## src/source/obj_pkg.sv

```systemverilog
package obj_pkg;

    // ~~~~~~~~~~~~~~~~~~~~~~~~~~~~~~~~~~~~~~~~~~~~~~~~~~
    // Line and memory geometry
    localparam int LINE_WIDTH     = 64;
    localparam int MEM_ADDR_WIDTH = 12;

    typedef logic [31:0] mem_word_t;

    // ~~~~~~~~~~~~~~~~~~~~~~~~~~~~~~~~~~~~~~~~~~~~~~~~~~
    // Object attributes
    typedef enum logic [1:0] {
        SIZE_8X8   = 2'b00,
        SIZE_16X8  = 2'b01,                  // Bit 0 selects width 16.
        SIZE_8X16  = 2'b10,                  // Bit 1 selects height 16.
        SIZE_16X16 = 2'b11
    } obj_size_t;

    typedef struct packed {
        logic [7:0] objy;
        logic [5:0] objx;
        obj_size_t  size;
        logic       palettemode;             // 1 is 8 bits per pixel.
        logic [3:0] paletteno;
        logic       flip;                    // Vertical flip.
        logic [9:0] tile_base;               // In units of 32 bytes.
    } obj_attr_t;

    function automatic logic [4:0] obj_height(input obj_size_t size);
        return size[1] ? 5'd16 : 5'd8;
    endfunction

    function automatic logic [4:0] obj_width(input obj_size_t size);
        return size[0] ? 5'd16 : 5'd8;
    endfunction

    // ~~~~~~~~~~~~~~~~~~~~~~~~~~~~~~~~~~~~~~~~~~~~~~~~~~
    // Memory port and line buffer traffic
    typedef struct packed {
        logic                      read;
        logic [MEM_ADDR_WIDTH-1:0] addr;
    } mem_req_t;

    typedef struct packed {
        logic       write;
        logic [5:0] x;
        logic [7:0] index;
    } pixel_write_t;

    typedef struct packed {
        logic       opaque;
        logic [7:0] index;
    } pixel_out_t;

endpackage

```

## src/source/obj_line_buffer.sv

```systemverilog
`timescale 1ns/1ns

module obj_line_buffer (
    input  logic                  clock,
    input  logic                  reset,
    input  logic                  start,
    input  obj_pkg::pixel_write_t pixel_write,
    input  logic [5:0]            read_x,
    output obj_pkg::pixel_out_t   pixel
);
    import obj_pkg::*;

    logic [7:0]            index_mem [LINE_WIDTH];
    logic [LINE_WIDTH-1:0] occupied;
    logic                  accept;

    // First writer wins, so lower object indices have priority.
    assign accept = pixel_write.write && !occupied[pixel_write.x] && !start;

    always_ff @(posedge clock or negedge reset) begin
        if (!reset) begin
            occupied <= '0;
        end else if (start) begin
            occupied <= '0;                  // Whole line cleared at once.
        end else if (accept) begin
            occupied[pixel_write.x] <= 1'b1;
        end
    end

    always_ff @(posedge clock) begin
        if (accept) begin
            index_mem[pixel_write.x] <= pixel_write.index;
        end
    end

    // ~~~~~~~~~~~~~~~~~~~~~~~~~~~~~~~~~~~~~~~~~~~~~~~~~~
    // Registered read port
    always_ff @(posedge clock or negedge reset) begin
        if (!reset) begin
            pixel <= '0;
        end else begin
            pixel.opaque <= occupied[read_x];
            pixel.index  <= occupied[read_x] ? index_mem[read_x] : 8'h00;
        end
    end

endmodule

```

## src/source/obj_line_engine.sv

```systemverilog
`timescale 1ns/1ns

module obj_line_engine #(
    parameter int OBJ_COUNT   = 16,
    parameter int MAX_VISIBLE = 4
) (
    input  logic                clock,
    input  logic                reset,
    input  logic                start,
    input  logic [7:0]          row,
    output logic                busy,
    output logic                done,
    output obj_pkg::mem_req_t   mem_req,
    input  obj_pkg::mem_word_t  mem_rdata,
    input  logic [5:0]          read_x,
    output obj_pkg::pixel_out_t pixel
);
    import obj_pkg::*;

    mem_req_t     scan_req;
    mem_req_t     fetch_req;
    logic         scan_grant;
    logic         fetch_grant;
    logic         scan_rdata_valid;
    logic         fetch_rdata_valid;
    mem_word_t    rdata;
    logic         pop;
    logic         queue_empty;
    logic         scan_done;
    obj_attr_t    head;
    pixel_write_t pixel_write;
    logic         start_accept;

    assign start_accept = start && !busy;    // Ignored while a line is in progress.

    vram_arbiter vram_arbiter_i (
        .clock(clock), .reset(reset),
        .scan_req(scan_req), .fetch_req(fetch_req),
        .scan_grant(scan_grant), .fetch_grant(fetch_grant),
        .scan_rdata_valid(scan_rdata_valid), .fetch_rdata_valid(fetch_rdata_valid),
        .rdata(rdata), .mem_req(mem_req), .mem_rdata(mem_rdata)
    );

    obj_row_scanner #(.OBJ_COUNT(OBJ_COUNT), .MAX_VISIBLE(MAX_VISIBLE)) obj_row_scanner_i (
        .clock(clock), .reset(reset), .start(start_accept), .row(row),
        .mem_req(scan_req), .grant(scan_grant), .rdata_valid(scan_rdata_valid),
        .rdata(rdata), .pop(pop), .queue_empty(queue_empty),
        .scan_done(scan_done), .head(head)
    );

    obj_pixel_fetcher obj_pixel_fetcher_i (
        .clock(clock), .reset(reset), .start(start_accept), .row(row),
        .queue_empty(queue_empty), .scan_done(scan_done), .head(head), .pop(pop),
        .mem_req(fetch_req), .grant(fetch_grant), .rdata_valid(fetch_rdata_valid),
        .rdata(rdata), .pixel_write(pixel_write), .busy(busy), .done(done)
    );

    obj_line_buffer obj_line_buffer_i (
        .clock(clock), .reset(reset), .start(start_accept),
        .pixel_write(pixel_write), .read_x(read_x), .pixel(pixel)
    );

endmodule

```

## src/source/obj_pixel_fetcher.sv

```systemverilog
`timescale 1ns/1ns

module obj_pixel_fetcher (
    input  logic                 clock,
    input  logic                 reset,
    input  logic                 start,
    input  logic [7:0]           row,
    input  logic                 queue_empty,
    input  logic                 scan_done,
    input  obj_pkg::obj_attr_t   head,
    output logic                 pop,
    output obj_pkg::mem_req_t    mem_req,
    input  logic                 grant,
    input  logic                 rdata_valid,
    input  obj_pkg::mem_word_t   rdata,
    output obj_pkg::pixel_write_t pixel_write,
    output logic                 busy,
    output logic                 done
);
    import obj_pkg::*;

    typedef enum logic [2:0] {IDLE, LOAD, REQUEST, WAIT, NEXT} state_t;

    state_t      state;
    obj_attr_t   obj;
    logic [3:0]  col;
    logic [3:0]  local_row;
    logic [7:0]  row_q;
    logic [7:0]  head_offset;
    logic [4:0]  flip_row;
    logic [4:0]  obj_w;
    logic [7:0]  pixel_num;
    logic [7:0]  byte_offset;
    logic [14:0] byte_addr;
    logic [7:0]  data_byte;
    logic [3:0]  nibble;
    logic        opaque;
    logic [6:0]  screen_x;
    logic        last_col;

    // ~~~~~~~~~~~~~~~~~~~~~~~~~~~~~~~~~~~~~~~~~~~~~~~~~~
    // Local row of the head object
    assign head_offset = row_q - head.objy;
    assign flip_row    = obj_height(head.size) - 5'd1 - {1'b0, head_offset[3:0]};
    assign pop         = (state == LOAD) && !queue_empty;

    always_ff @(posedge clock) begin
        if (start) begin
            row_q <= row;
        end
        if (pop) begin
            obj       <= head;
            local_row <= head.flip ? flip_row[3:0] : head_offset[3:0];
        end
    end

    // ~~~~~~~~~~~~~~~~~~~~~~~~~~~~~~~~~~~~~~~~~~~~~~~~~~
    // Address and pixel extraction
    assign obj_w       = obj_width(obj.size);
    assign pixel_num   = obj_w[4] ? {local_row, col} : {1'b0, local_row, col[2:0]};
    assign byte_offset = obj.palettemode ? pixel_num : {1'b0, pixel_num[7:1]};
    assign byte_addr   = {obj.tile_base, 5'b00000} + {7'b0000000, byte_offset};
    assign data_byte   = rdata[byte_addr[1:0]*8 +: 8];    // Lowest byte first.
    assign nibble      = col[0] ? data_byte[7:4] : data_byte[3:0];
    assign opaque      = obj.palettemode ? (data_byte != 8'h00) : (nibble != 4'h0);
    assign screen_x    = {1'b0, obj.objx} + {3'b000, col};
    assign last_col    = (col == 4'(obj_w - 5'd1));

    always_comb begin
        mem_req.read      = (state == REQUEST);
        mem_req.addr      = byte_addr[MEM_ADDR_WIDTH+1:2];
        pixel_write.write = (state == WAIT) && rdata_valid && opaque &&
                            (screen_x < 7'(LINE_WIDTH));  // No wrap at the edge.
        pixel_write.x     = screen_x[5:0];
        pixel_write.index = obj.palettemode ? data_byte : {obj.paletteno, nibble};
    end

    always_ff @(posedge clock or negedge reset) begin
        if (!reset) begin
            state <= IDLE;
            col   <= '0;
            busy  <= 1'b0;
            done  <= 1'b0;
        end else begin
            done <= 1'b0;
            if (done) begin
                busy <= 1'b0;                // Drops after the done cycle.
            end
            case (state)
                IDLE: begin
                    if (start) begin
                        busy  <= 1'b1;
                        state <= LOAD;
                    end
                end
                LOAD: begin
                    if (!queue_empty) begin
                        col   <= '0;
                        state <= REQUEST;
                    end else if (scan_done) begin
                        done  <= 1'b1;
                        state <= IDLE;
                    end
                end
                REQUEST: begin
                    if (grant) begin
                        state <= WAIT;
                    end
                end
                WAIT: begin
                    if (rdata_valid) begin
                        state <= NEXT;
                    end
                end
                NEXT: begin
                    if (last_col) begin
                        state <= LOAD;
                    end else begin
                        col   <= col + 1'b1;
                        state <= REQUEST;
                    end
                end
                default: state <= IDLE;
            endcase
        end
    end

endmodule

```

## src/source/obj_row_scanner.sv

```systemverilog
`timescale 1ns/1ns

module obj_row_scanner #(
    parameter int OBJ_COUNT   = 16,
    parameter int MAX_VISIBLE = 4
) (
    input  logic               clock,
    input  logic               reset,
    input  logic               start,
    input  logic [7:0]         row,
    output obj_pkg::mem_req_t  mem_req,
    input  logic               grant,
    input  logic               rdata_valid,
    input  obj_pkg::mem_word_t rdata,
    input  logic               pop,
    output logic               queue_empty,
    output logic               scan_done,
    output obj_pkg::obj_attr_t head
);
    import obj_pkg::*;

    localparam int IDX_W = (OBJ_COUNT > 1) ? $clog2(OBJ_COUNT) : 1;
    localparam int PTR_W = (MAX_VISIBLE > 1) ? $clog2(MAX_VISIBLE) : 1;
    localparam int CNT_W = $clog2(MAX_VISIBLE + 1);

    typedef enum logic [1:0] {IDLE, REQUEST, WAIT, DONE} state_t;

    state_t           state;
    logic [IDX_W-1:0] index;
    logic [CNT_W-1:0] found;
    logic [7:0]       row_q;
    obj_attr_t        attr;
    logic [7:0]       row_offset;
    logic             visible;
    logic             push;
    logic             last_entry;
    obj_attr_t        queue [MAX_VISIBLE];
    logic [PTR_W-1:0] wr_ptr;
    logic [PTR_W-1:0] rd_ptr;
    logic [CNT_W-1:0] count;

    function automatic logic [PTR_W-1:0] ptr_next(input logic [PTR_W-1:0] ptr);
        return (ptr == PTR_W'(MAX_VISIBLE - 1)) ? '0 : ptr + 1'b1;
    endfunction

    // ~~~~~~~~~~~~~~~~~~~~~~~~~~~~~~~~~~~~~~~~~~~~~~~~~~
    // Visibility test on the returned attribute word
    assign attr       = rdata;
    assign row_offset = row_q - attr.objy;   // Wraps modulo 256.
    assign visible    = row_offset < {3'b000, obj_height(attr.size)};
    assign push       = (state == WAIT) && rdata_valid && visible;
    assign last_entry = (index == IDX_W'(OBJ_COUNT - 1)) ||
                        (push && (found == CNT_W'(MAX_VISIBLE - 1)));

    always_ff @(posedge clock) begin
        if (start) begin
            row_q <= row;
        end
    end

    always_ff @(posedge clock or negedge reset) begin
        if (!reset) begin
            state <= IDLE;
            index <= '0;
            found <= '0;
        end else begin
            case (state)
                IDLE, DONE: begin
                    if (start) begin
                        index <= '0;
                        found <= '0;
                        state <= REQUEST;
                    end
                end
                REQUEST: begin
                    if (grant) begin
                        state <= WAIT;
                    end
                end
                WAIT: begin
                    if (rdata_valid) begin
                        if (push) begin
                            found <= found + 1'b1;
                        end
                        if (last_entry) begin
                            state <= DONE;
                        end else begin
                            index <= index + 1'b1;
                            state <= REQUEST;
                        end
                    end
                end
                default: state <= IDLE;
            endcase
        end
    end

    always_comb begin
        mem_req.read = (state == REQUEST);
        mem_req.addr = MEM_ADDR_WIDTH'(index); // Table starts at word 0.
    end

    // ~~~~~~~~~~~~~~~~~~~~~~~~~~~~~~~~~~~~~~~~~~~~~~~~~~
    // Visible object FIFO
    always_ff @(posedge clock or negedge reset) begin
        if (!reset) begin
            wr_ptr <= '0;
            rd_ptr <= '0;
            count  <= '0;
        end else if (start) begin
            wr_ptr <= '0;
            rd_ptr <= '0;
            count  <= '0;
        end else begin
            if (push) begin
                wr_ptr <= ptr_next(wr_ptr);
            end
            if (pop) begin
                rd_ptr <= ptr_next(rd_ptr);
            end
            if (push && !pop) begin
                count <= count + 1'b1;
            end else if (pop && !push) begin
                count <= count - 1'b1;
            end
        end
    end

    always_ff @(posedge clock) begin
        if (push) begin
            queue[wr_ptr] <= attr;
        end
    end

    assign head        = queue[rd_ptr];
    assign queue_empty = (count == '0);
    assign scan_done   = (state == DONE);

endmodule

```

## src/source/vram_arbiter.sv

```systemverilog
`timescale 1ns/1ns

module vram_arbiter (
    input  logic               clock,
    input  logic               reset,
    input  obj_pkg::mem_req_t  scan_req,
    input  obj_pkg::mem_req_t  fetch_req,
    output logic               scan_grant,
    output logic               fetch_grant,
    output logic               scan_rdata_valid,
    output logic               fetch_rdata_valid,
    output obj_pkg::mem_word_t rdata,
    output obj_pkg::mem_req_t  mem_req,
    input  obj_pkg::mem_word_t mem_rdata
);

    logic last_fetch;                        // Fetcher won the last grant.
    logic in_flight;                         // Read data returns this cycle.

    // Contention goes to the side not granted last time.
    assign scan_grant  = scan_req.read && (!fetch_req.read || last_fetch);
    assign fetch_grant = fetch_req.read && (!scan_req.read || !last_fetch);

    always_comb begin
        mem_req.read = scan_grant || fetch_grant;
        mem_req.addr = fetch_grant ? fetch_req.addr : scan_req.addr;
    end

    always_ff @(posedge clock or negedge reset) begin
        if (!reset) begin
            last_fetch <= 1'b0;
            in_flight  <= 1'b0;
        end else begin
            in_flight <= mem_req.read;
            if (mem_req.read) begin
                last_fetch <= fetch_grant;
            end
        end
    end

    // The owner of returning data is always the last grant.
    assign scan_rdata_valid  = in_flight && !last_fetch;
    assign fetch_rdata_valid = in_flight && last_fetch;
    assign rdata             = mem_rdata;

endmodule
```

## config.mk

```make
export PLATFORM = sky130hd
export DESIGN_NAME = obj_line_engine
export DESIGN_NICKNAME = d
export VERILOG_FILES = /design/src/source/obj_pkg.sv /design/src/source/obj_line_buffer.sv /design/src/source/obj_line_engine.sv /design/src/source/obj_pixel_fetcher.sv /design/src/source/obj_row_scanner.sv /design/src/source/vram_arbiter.sv
export SDC_FILE = /design/constraint.sdc
export NUM_CORES = 1
export LEC_CHECK = 0
export CAP_MARGIN = 5
export CORE_ASPECT_RATIO = 1.1
export CORE_MARGIN = 2
export CORE_UTILIZATION = 60
export DETAILED_ROUTE_END_ITERATION = 7
export DONT_BUFFER_PORTS = 1
export MAX_ROUTING_LAYER = met4
export PLACE_DENSITY = 0.76
export SYNTH_ARGS = -nofsm -noshare
export SYNTH_HDL_FRONTEND = slang
export SYNTH_SLANG_ARGS = --single-unit
```

## constraint.sdc

```tcl
create_clock -name clock -period 10.4 [get_ports clock]
set_clock_uncertainty 0.1 [all_clocks]
set_input_delay 3.12 -clock clock [delete_from_list [all_inputs] [get_ports clock]]
set_output_delay 3.12 -clock clock [all_outputs]
set_load 0.005 [all_outputs]
```

==> flow_summary.yaml <==
clock_network:
  cts.path.max_buffers: 3
  cts_repair_resize_count: 0
  holdBufCountCts: 0
  clock_insertion_delay_worst_skew_ps: 620
  cts_made_buffers: 75
  clock_tree_from_tritoncts: "done"
  cts.root.buffer_cell: "sky130_fd_sc_hd__clkbuf_16"
  cts.repair_timing.setup_buffer_count: 0
  clk_transition_reported_paths_ps: 60
  tritoncts_num_sinks: 753
  htree_levels: 3
sta:
  report.final.hold_viol_count: 0
  report.final.slew_viol_count: 0
  worst_slew_margin_rel: 0.206
  grt_setup_unrepaired: "no"
  final.min_clock_period_ps: 6380
  setup_violating_endpoint_count_in_the_final_report: 0
  hold_ws_ps: 408
  period_share: 0.614
  timing.setup.tns_ps: 0
  max_freq_mhz: 157
  max_slew.worst_pin.slew_ps: 1180
detailed_routing:
  post-route-drc-count: 0
  routedWlPerCell_um: 26.4
  initialDrtViolationCount: 1597
  antenna_violating_nets_post_route: 0
  via_total_after_detailed_routing: 16000
  detail_route.wirelength_um: 65200
  detail_route.vias_per_cell: 6.47
  detail_route.first_pass.iterations: 6
yosys:
  dominantRegCellSynth: "sky130_fd_sc_hd__edfxtp_1"
  synth-edff-count: 653
  async_flop_share: 0.133
  syn-num-nets: 1819
  synth_largest_area_cell: "sky130_fd_sc_hd__edfxtp_1"
  avgSynthCellArea_um2: 18.2
  ys_seq_elements: 753
  synth_top_area_frac: 0.623
  ys_seq_area_frac: 0.702
  synth.area.top_cells: "sky130_fd_sc_hd__edfxtp_1 (62%), sky130_fd_sc_hd__mux4_2 (15%), sky130_fd_sc_hd__dfrtp_1 (7.9%)"
  synthesis.instances: 1735
  synth_common_cells: "sky130_fd_sc_hd__edfxtp_1 (653), sky130_fd_sc_hd__mux4_2 (215), sky130_fd_sc_hd__nand2_1 (122)"
  synth_most_common_cell: "sky130_fd_sc_hd__edfxtp_1"
  synthesis.yosys.warnings: 0
  synth.distinct_cells: 54
  synth.cell_area_um2: 31500
critical_path:
  critical_path.startpoint_type: "primary input"
  largest_fanout_on_the_critical_path: 12
  timing.setup.critical_path_class: "primary input to register"
  worstPathArrival_ps: 6810
  critPathRequiredTime_ps: 10820
  endpoint_kind: "register"
floorplanning:
  top_level_pins: 73
  rows: 88
  start_util: 0.604
  die_height_um: 244
  coreArea_um2: 52200
  die_outline_width_um: 222
  die_area_um2: 54300
final_layout:
  filler_cell_count: 3438
  syn2layout_area_growth_pct: 10.0
  nNetsFinal: 1823
  insertedDiodeCount: 0
  final_layout_size_suffix_gt1_frac: 0.215
power:
  seqPwrFrac: 0.531
  max-vdd-ir-drop_mv: 0.159
  power.net_switching_mw: 1.26
  cellInternalPower_mw: 4.96
  switching_share: 0.202
  p_per_cell_area_nw_per_um2: 179
  clk_pwr_share: 0.431
  power.static_leakage_nw: 11.3
  p_comb_frac: 0.038
status:
  status: "complete, no violations"
place:
  detailed_place_hpwl_um: 39300
  placement.io_buffers: 0
  place.gp.congestion: 0.801
run:
  cap_viol_max_count: 0
grt:
  global_route_wire_length_before_repair_um: 100000
  grt_start_max_net_pins: 145
  antenna_found_initial: 0
  grt_remaining_overflow: 0
  gr-usage-all-layers: 0.255
  grt_pass1_vias: 16400
hold_path:
  hold_class: "register to register"
[kinds of logic after synthesis]
kind of cell	synth area share
compound gates	0.0350
xor+xnor	0.00667
fa+ha+maj	0.0149
buf+inv	0.0168
flops	0.702
mux	0.178
simple gates	0.0471
[registers in the layout, summed over array words and instances (netlist names)]
| name | cells |
|---|---|
| obj_line_buffer_i.occupied | 64 |
| obj_pixel_fetcher_i.local_row | 4 |
| obj_row_scanner_i.index | 4 |
| obj_pixel_fetcher_i.state | 3 |
| obj_pixel_fetcher_i.col | 4 |
| obj_pixel_fetcher_i.done | 1 |
| obj_pixel_fetcher_i.obj | 21 |
| obj_row_scanner_i.rd_ptr | 2 |
| obj_row_scanner_i.state | 2 |
| obj_row_scanner_i.count | 3 |
| vram_arbiter_i.last_fetch | 1 |
| obj_line_buffer_i.pixel | 9 |
| obj_pixel_fetcher_i.busy | 1 |
| obj_row_scanner_i.found | 3 |
| vram_arbiter_i.in_flight | 1 |
| obj_line_buffer_i.index_mem | 512 |
| obj_row_scanner_i.wr_ptr | 2 |
| obj_row_scanner_i.queue | 108 |
| obj_row_scanner_i.row_q | 8 |
[critical path: stages]
cell and delay, ps:
sky130_fd_sc_hd__inv_1 30, sky130_fd_sc_hd__ha_1 280, sky130_fd_sc_hd__nand2_1 50, sky130_fd_sc_hd__o21ai_0 510, sky130_fd_sc_hd__a21oi_1 170, sky130_fd_sc_hd__xnor2_1 160, sky130_fd_sc_hd__ha_1 180, sky130_fd_sc_hd__nand4bb_1 230
sky130_fd_sc_hd__or4_1 440, sky130_fd_sc_hd__o211ai_1 110, sky130_fd_sc_hd__and3_1 500, sky130_fd_sc_hd__ha_1 300, sky130_fd_sc_hd__fa_1 200, sky130_fd_sc_hd__xnor2_1 70, sky130_fd_sc_hd__or3_1 310, sky130_fd_sc_hd__a21oi_1 140
[power groups by stage]
stage | logic (mW) | clock network (mW) | registers (mW)
after floorplan | 0.212 | 0 | 3.36
after global placement | 0.228 | 0 | 3.36
after detailed placement | 0.235 | 0 | 3.36
after CTS | 0.238 | 2.71 | 3.30
after global routing | 0.256 | 2.84 | 3.30
final | 0.236 | 2.68 | 3.30
[per-stage QoR]
| step | utilization | area (um2) | std cells | power [mW] | setup slack (ps) |
|---|---|---|---|---|---|
| global route | 0.664 | 34600 | 2472 | 6.39 | 3760 |
| finish | 0.664 | 34600 | 2472 | 6.21 | 4020 |
| global placement | 0.617 | 32200 | 2337 | 3.59 | 3580 |
| floorplan | - | 31500 | 1735 | 3.57 | 3710 |
| CTS | 0.664 | 34600 | 2472 | 6.25 | 4060 |
| detailed placement | 0.617 | 32200 | 2337 | 3.60 | 3410 |
[final timing paths]
path	from	endpoint	slack [ps]	cells after the start
worst min register to register	obj_line_buffer_i.occupied[27]$_DFFE_PN0P_	obj_line_buffer_i.occupied[27]$_DFFE_PN0P_	410	2
min in group asynchronous	reset	obj_line_buffer_i.occupied[20]$_DFFE_PN0P_	2100	0
worst max-delay path	mem_rdata[26]	obj_row_scanner_i.count[2]$_DFFE_PN0P_	4020	16
worst max register to register	obj_pixel_fetcher_i.col[1]$_DFFE_PN0P_	obj_line_buffer_i.index_mem[0][4]$_DFFE_PP_	5520	7
max in group asynchronous	reset	obj_line_buffer_i.pixel[6]$_DFF_PN0_	7960	0
worst min-delay path	obj_line_buffer_i.occupied[27]$_DFFE_PN0P_	obj_line_buffer_i.occupied[27]$_DFFE_PN0P_	410	2
[cell type report]
type	instances	area, um2	area share
clock buffer	94	2020	0.0583
clock inverter	41	409	0.0118
inverter	33	124	0.00357
multi-input combinational	855	8980	0.259
sequential	753	22100	0.638
tap	675	845	0.0244
timing repair buffer	21	158	0.00455
[metal layers]
| layer | GRT usage | up-vias | wire length (um) |
|---|---|---|---|
| li1 | - | 6939 | - |
| met1 | 0.333 | 8269 | 25700 |
| met2 | 0.412 | 669 | 33100 |
| met3 | 0.0502 | 117 | 4880 |
| met4 | 0.0815 | 0 | 1580 |
| met5 | - | - | 0 |
[cells in the final DEF, fill, tap and decap left out, types with 19 or more instances in the layout]
cell type	n
sky130_fd_sc_hd__o21ai_0	68
sky130_fd_sc_hd__ha_1	31
sky130_fd_sc_hd__edfxtp_1	653
sky130_fd_sc_hd__mux2i_1	39
sky130_fd_sc_hd__nand3_1	23
sky130_fd_sc_hd__dfrtp_1	99
sky130_fd_sc_hd__clkbuf_16	77
sky130_fd_sc_hd__mux4_2	215
sky130_fd_sc_hd__a211oi_1	19
sky130_fd_sc_hd__buf_4	21
sky130_fd_sc_hd__a21oi_1	28
sky130_fd_sc_hd__nor2_1	103
sky130_fd_sc_hd__nand2_1	122
sky130_fd_sc_hd__inv_1	32
sky130_fd_sc_hd__mux2_2	24
Power figures use the tool's default switching activity.
